## config.mk

```make
export PLATFORM = sky130hd
export DESIGN_NAME = argmaxSelect
export DESIGN_NICKNAME = d
export VERILOG_FILES = /design/src/hdl/nnPkg.sv /design/src/hdl/argmaxSelect.sv
export SDC_FILE = /design/constraint.sdc
export NUM_CORES = 1
export LEC_CHECK = 0
export BUFFER_PORTS_ARGS = -buffer_cell sky130_fd_sc_hd__buf_4
export CORE_UTILIZATION = 40
export DETAILED_ROUTE_END_ITERATION = 6
export PLACE_DENSITY = 0.69
export RECOVER_POWER = 25
export SKIP_CTS_REPAIR_TIMING = 1
export SLEW_MARGIN = 20
export SYNTH_ARGS = -nofsm -noshare
export SYNTH_HDL_FRONTEND = slang
export SYNTH_SLANG_ARGS = --single-unit
export TNS_END_PERCENT = 5
```

## constraint.sdc

```tcl
create_clock -name clk -period 5.51 [get_ports clk]
set_input_delay 1.102 -clock clk [delete_from_list [all_inputs] [get_ports clk]]
set_output_delay 1.102 -clock clk [all_outputs]
set_load 0.02 [all_outputs]
```

## src/hdl/nnPkg.sv

```systemverilog
package nnPkg;

	localparam int dataWidth = 16;

	typedef logic [dataWidth-1:0] activation;

	localparam int inputCount = 15;
	localparam int hiddenCount = 4;
	localparam int classCount = 3;

	typedef logic [inputCount*dataWidth-1:0] inputVector;
	typedef logic [hiddenCount*dataWidth-1:0] hiddenVector;
	typedef logic [classCount*dataWidth-1:0] classVector;
	typedef logic [1:0] classIndex;

	// Indexed by layer number, 0 = hidden and 1 = output.
	localparam int layerInputs [2] = '{inputCount, hiddenCount};
	localparam int layerSize [2] = '{hiddenCount, classCount};

	localparam activation hiddenWeights [hiddenCount][inputCount] = '{
		'{
			16'sd62, 16'sd35, 16'sd11, -16'sd19, -16'sd20,
			-16'sd3, 16'sd7, 16'sd30, -16'sd10, -16'sd33,
			-16'sd17, -16'sd35, 16'sd6, 16'sd62, 16'sd11
		},
		'{
			-16'sd14, 16'sd27, 16'sd40, 16'sd9, -16'sd6,
			16'sd18, -16'sd25, 16'sd3, 16'sd51, -16'sd8,
			16'sd12, 16'sd22, -16'sd31, 16'sd5, -16'sd2
		},
		'{
			16'sd8, -16'sd41, 16'sd19, 16'sd33, 16'sd26,
			-16'sd12, 16'sd4, -16'sd17, 16'sd0, 16'sd44,
			16'sd9, -16'sd5, 16'sd28, -16'sd23, 16'sd15
		},
		'{
			16'sd21, 16'sd6, -16'sd28, -16'sd11, 16'sd37,
			16'sd14, 16'sd55, -16'sd9, 16'sd20, 16'sd3,
			-16'sd46, 16'sd10, 16'sd17, 16'sd2, -16'sd30
		}
	};

	localparam activation hiddenBias [hiddenCount] = '{
		16'sd16,
		-16'sd8,
		16'sd32,
		16'sd0
	};

	localparam activation outputWeights [classCount][hiddenCount] = '{
		'{16'sd12, -16'sd7, 16'sd25, 16'sd3},
		'{-16'sd4, 16'sd18, 16'sd9, 16'sd21},
		'{16'sd15, 16'sd11, -16'sd13, 16'sd7}
	};

	localparam activation outputBias [classCount] = '{
		16'sd5,
		-16'sd3,
		16'sd10
	};

	localparam int neuronLatency = 3;
	localparam int argmaxLatency = 1;
	localparam int totalLatency = 2 * neuronLatency + argmaxLatency;

	// Weight of one input of one neuron in either layer.
	function automatic activation weightOf(input int layer, input int neuron, input int idx);
		activation value;
		if (layer == 0)
		begin
			value = hiddenWeights[neuron][idx];
		end
		else
		begin
			value = outputWeights[neuron][idx];
		end
		return value;
	endfunction

	function automatic activation biasOf(input int layer, input int neuron);
		activation value;
		if (layer == 0)
		begin
			value = hiddenBias[neuron];
		end
		else
		begin
			value = outputBias[neuron];
		end
		return value;
	endfunction

endpackage

```

## src/hdl/argmaxSelect.sv

```systemverilog
`timescale 1ns/10ps

module argmaxSelect (
	input logic clk,
	input logic reset,
	input logic inValid,
	input nnPkg::classVector scoresIn,
	output logic outValid,
	output nnPkg::classVector scoresOut,
	output nnPkg::classIndex bestClass,
	output nnPkg::activation bestScore
);
	import nnPkg::*;

	activation score [classCount];
	classIndex pickIndex;
	activation pickScore;

	// Scores are post-ReLU, so unsigned compares are enough.
	always_comb
	begin
		for (int c = 0; c < classCount; c++)
		begin
			score[c] = scoresIn[c*dataWidth +: dataWidth];
		end
		pickIndex = '0;
		pickScore = score[0];
		for (int c = 1; c < classCount; c++)
		begin
			if (score[c] > pickScore) // Strict, lower index keeps ties.
			begin
				pickIndex = classIndex'(c);
				pickScore = score[c];
			end
		end
	end

	always_ff @(posedge clk)
	begin
		if (reset)
		begin
			outValid <= 1'b0;
			scoresOut <= '0;
			bestClass <= '0;
			bestScore <= '0;
		end
		else
		begin
			outValid <= inValid;
			scoresOut <= scoresIn;
			bestClass <= pickIndex;
			bestScore <= pickScore;
		end
	end

endmodule

```

### After elaboration in Yosys (flattened, before gate mapping)

Cells that the tools add are included.

| operators by class | value |
|---|---|
| reductions and logical operators | 1 |
| mux-type cells | 4 |
| order comparisons | 2 |

Operator list:

| kind | count |
|---|---|
| $gt A16 B16 Y1 | 2 |
| $mux W16 | 2 |
| $mux W2 | 1 |
| $reduce_or A2 Y1 | 1 |
| $mux W1 | 1 |

| storage, ports and cells | value |
|---|---|
| output and inout port bits | 67 |
| input bits | 51 |
| flip-flop bits (word level) | 67 |
| word-level logic and storage cells | 12 |

### Logic depth before layout (Yosys ltp)

| logic depth | value |
|---|---|
| word-level depth | 4 |
| depth in mapped cells | 16 |

### Least setup slack after synthesis

No wires, ideal clock.

| timing | value |
|---|---|
| path kind | input to register |
| start point | in scoresIn[15] |
| end point | reg bestScore[13] |
| buffers on the path | 2 |
| stages | 16 |
| library setup time | 0.129 ns |
| path slack | 1.126 ns |
| arrival | 4.255 ns |
| path through | inv_1 -> ha_1 -> nand4_2 -> nor4_2 -> o21ai_1 -> a31oi_4 -> buf_8 -> mux2i_1 -> ha_1 -> nor2b_1 -> o211ai_1 -> a21oi_1 -> o311ai_1 -> a21oi_1 -> clkbuf_1 -> o2bb2ai_1 |

| between the ends | value |
|---|---|
| longest elaborated chain between the ends | 4 |

RTL lines:

| what | line | RTL |
|---|---|---|
| from (decl) | argmaxSelect.sv:7 | `input nnPkg::classVector scoresIn,` |
| $gt A16 B16 Y1 | argmaxSelect.sv:30 | `if (score[c] > pickScore)` |
| $mux W16 * | argmaxSelect.sv:30 |  |
| $gt A16 B16 Y1 | argmaxSelect.sv:30 |  |
| $mux W16 * | argmaxSelect.sv:30 |  |
| to (signal assigned) | argmaxSelect.sv:52 | `bestScore <= pickScore;` |
| to (decl) | argmaxSelect.sv:11 | `output nnPkg::activation bestScore` |

Every way passes the cells marked *; elsewhere a longest branch is shown, timed or not.
A chain may end at the register's enable or synchronous reset.

### Worst setup path after layout

| timing | value |
|---|---|
| start point | in scoresIn[15] |
| end point | reg bestScore[9] |

The elaborated chain is that of the path after synthesis.

==> metrics.md <==
| Metric | Value |
|---|---|
| Final Util | 60.39% |
| CTS buffer count | 9 |
| First-pass GRT wire length | around 11000 um |
| Vias in the first global route | 2253 |
| Final Hold Fails | 0 |
| Boundary Pins | 118 |
| Kind of critical path | input pin to flip-flop |
| Htree depth | 3 |
| Max FO, Critical Path | 11 |
| DR iter-0 viols | between 90 and 100 |
| Worst setup SP type | input pin |
| Yosys warnings | 0 |
| Status | finished with violations |
| Post-Syn Area | 2758 um^2 |
| Crit path DAT | 4710 ps |
| Die Area | just over 7000 um^2 |
| Placement Setup Slack | ~660 ps |
| Share of layout cells above drive strength 1 | 35.48% |
| Row cnt | 29 |
| Gr usage total | 19.77% |
| Tmin final | about 4500 ps |
| Root buffer cell | clkbuf_8 |
| Post-layout worst setup margin | 1002 ps |
| Vias/cell | 4.876 |
| Worst slew pin tran | 2243 ps |
| Detailed Place HPWL | 5477 um |
| Violated checks | capacitance limit, slew limit |
| Req. time, crit path | 5710 ps |
| Worst-path clk slew | roughly 70 ps |
| Pin count of the biggest net entering global routing | 53 |
| Slowest stage cell, crit path | buf_4 |
| DRT antenna net count | 0 |
| Antenna cell count | 0 |
| Clock sinks | 67 |
| CP cell instances | buf_4 -> inv_1 -> ha_1 -> nand4_2 -> nor4_2 -> o21ai_1 -> a31oi_4 -> buf_4 -> mux2i_1 -> ha_1 -> nor2b_1 -> o211ai_1 -> a21oi_1 -> o311ai_1 -> a21oi_1 -> buf_4 -> o2bb2ai_1 |
| Drt pass-1 iters | 4 |
| Post-Syn Nets | around 350 |
| Sequential share of the synthesized area | 48.64% |
| Nets | 468 |
| #FFs+latches synth | 67 |
| Nature of the critical path endpoint | flip-flop |
| Peak VDD IR | 0.1890 mV |
| Die height | 85.03 um |
| Wire per inst | around 15 um |
| Max Cap Violations | 1 |
| Starting density of the core | 42.46% |
| Clk buf depth | 2 |
| # DRC | 0 |
| Slew HR | -49.53% |
| Max-slew violations | 53 |
| Post-synthesis cell count | 262 |
| Setup TNS after final layout | 0 ps |
| Syn_area_per_cell | 10.53 um^2 |
| Unrepaired setup endpoints after global routing | false |
| Final Cycle Share | between 80% and 90% |
| GRT overflow | 0 |
| Core area | 6495 um^2 |
| # port buffers | about 120 |
| Final WL | ~7000 um |
| P_leak | 0.001922 uW |
| CTS tree | yes |
| P&R area growth vs syn | 42.24% |
| Most frequent cells in the layout | buf_4 (119), dfxtp_1 (67), nor2b_1 (33) |
| Via Count | 2272 |
| Max Fclk | 221.8 MHz |
| Global placement routability congestion | 0.7987 |
| HP Class | input pin to flip-flop |
| PwrDens | 320.0 nW/um^2 |
| Fillers | 589 |
| Die Width | approximately 85 um |
| Most common cell after layout, fill and taps aside | buf_4 |
| Endpoints failing setup | 0 |
| Antenna violations before repair | 0 |
| Most used cell, CP | buf_4 |
| Synth cell types | 32 |
| Crit-path max cell delay | 380 ps |
==> worst max-delay path, delay by kind of cell <==
kind                       cells  cell delay, ps
AOI/OAI and AO/OA              7            1370
adders and majority gates      2             610
and+or+nand+nor                3             610
buffers and inverters          4             710
muxes                          1             290
==> final timing paths <==
kind / from / endpoint / depth (start not counted)
setup / recovery: scoresIn[15] / bestScore[9]$_SDFF_PP0_ / 17
hold / removal: scoresIn[40] / bestScore[8]$_SDFF_PP0_ / 2
==> sequential cells by signal (all words and copies together), names as in the netlist <==
register	cells
bestClass	2
bestScore	16
outValid	1
scoresOut	48
==> metal layers <==
layer	GRT usage (%)	part of all wire [%]	vias up	wire, um
met3	5.350	6.5	16	457
met1	24.02	44	1018	3039
met2	32.70	47	85	3308
met4	9.091	2.6	0	180
met5	0	0	-	0
li1	-	-	1153	-
==> cell usage after synthesis, drive strengths merged <==
cell type  count  share of area (%)
o2bb2ai       15                5.0
nor2b         33                7.5
mux2i         15                5.4
and2           2               0.45
dfxtp         67                 49
clkbuf         7               0.95
nand2b         1               0.23
o211ai         1               0.27
a22o           1               0.32
and3b          1               0.32
inv           19                2.6
nand3          3               0.54
nor2          21                2.9
a21boi         2               0.54
a21o           2               0.54
buf            1               0.54
o311ai         1               0.32
a21oi         12                2.2
a31oi          1               0.77
ha            32                 15
nor3           2               0.36
o21ai          4               0.73
mux2           1               0.41
nand4          7                1.8
nor4           2               0.68
nand2          7               0.95
o31ai          1               0.27
nand3b         1               0.27
==> kinds of logic after synthesis <==
| kind of cell | Yosys count | share of synthesized area, % |
|---|---|---|
| compound gates | 40 | 10.93 |
| fa+ha+maj | 32 | 14.52 |
| buf+inv | 27 | 4.084 |
| flops | 67 | 48.64 |
| mux | 16 | 5.853 |
| simple gates | 80 | 15.97 |
==> per-stage QoR <==
stage | hold WS [ps] | total power, uW | area (um^2) | std cells
after floorplan | 1210 | 706.1 | 2758 | 262
after global placement | 1319 | 833.1 | 3714 | 451
after detailed placement | 1335 | 836.7 | 3714 | 451
after CTS | 976.9 | 1266 | 3926 | 466
after global routing | 989.4 | 1312 | 3923 | 466
final | 986.2 | 1255 | 3923 | 466
==> power by group <==
group | internal (uW) | total [uW] | switching, uW
combinational | 131 | 289 | 158
sequential | 524 | 536 | 12.2
clock | 256 | 430 | 173
==> area by class of cell <==
class	instances	area (um^2)	area share (%)
clock buffer	14	182.7	4.657
timing repair buffer	120	897.1	22.87
clock inverter	1	30.03	0.7656
inverter	19	71.32	1.818
tap	77	96.34	2.456
sequential	67	1341	34.19
multi-input combinational	168	1304	33.24
Note: power is estimated with default switching activity, not from simulation.
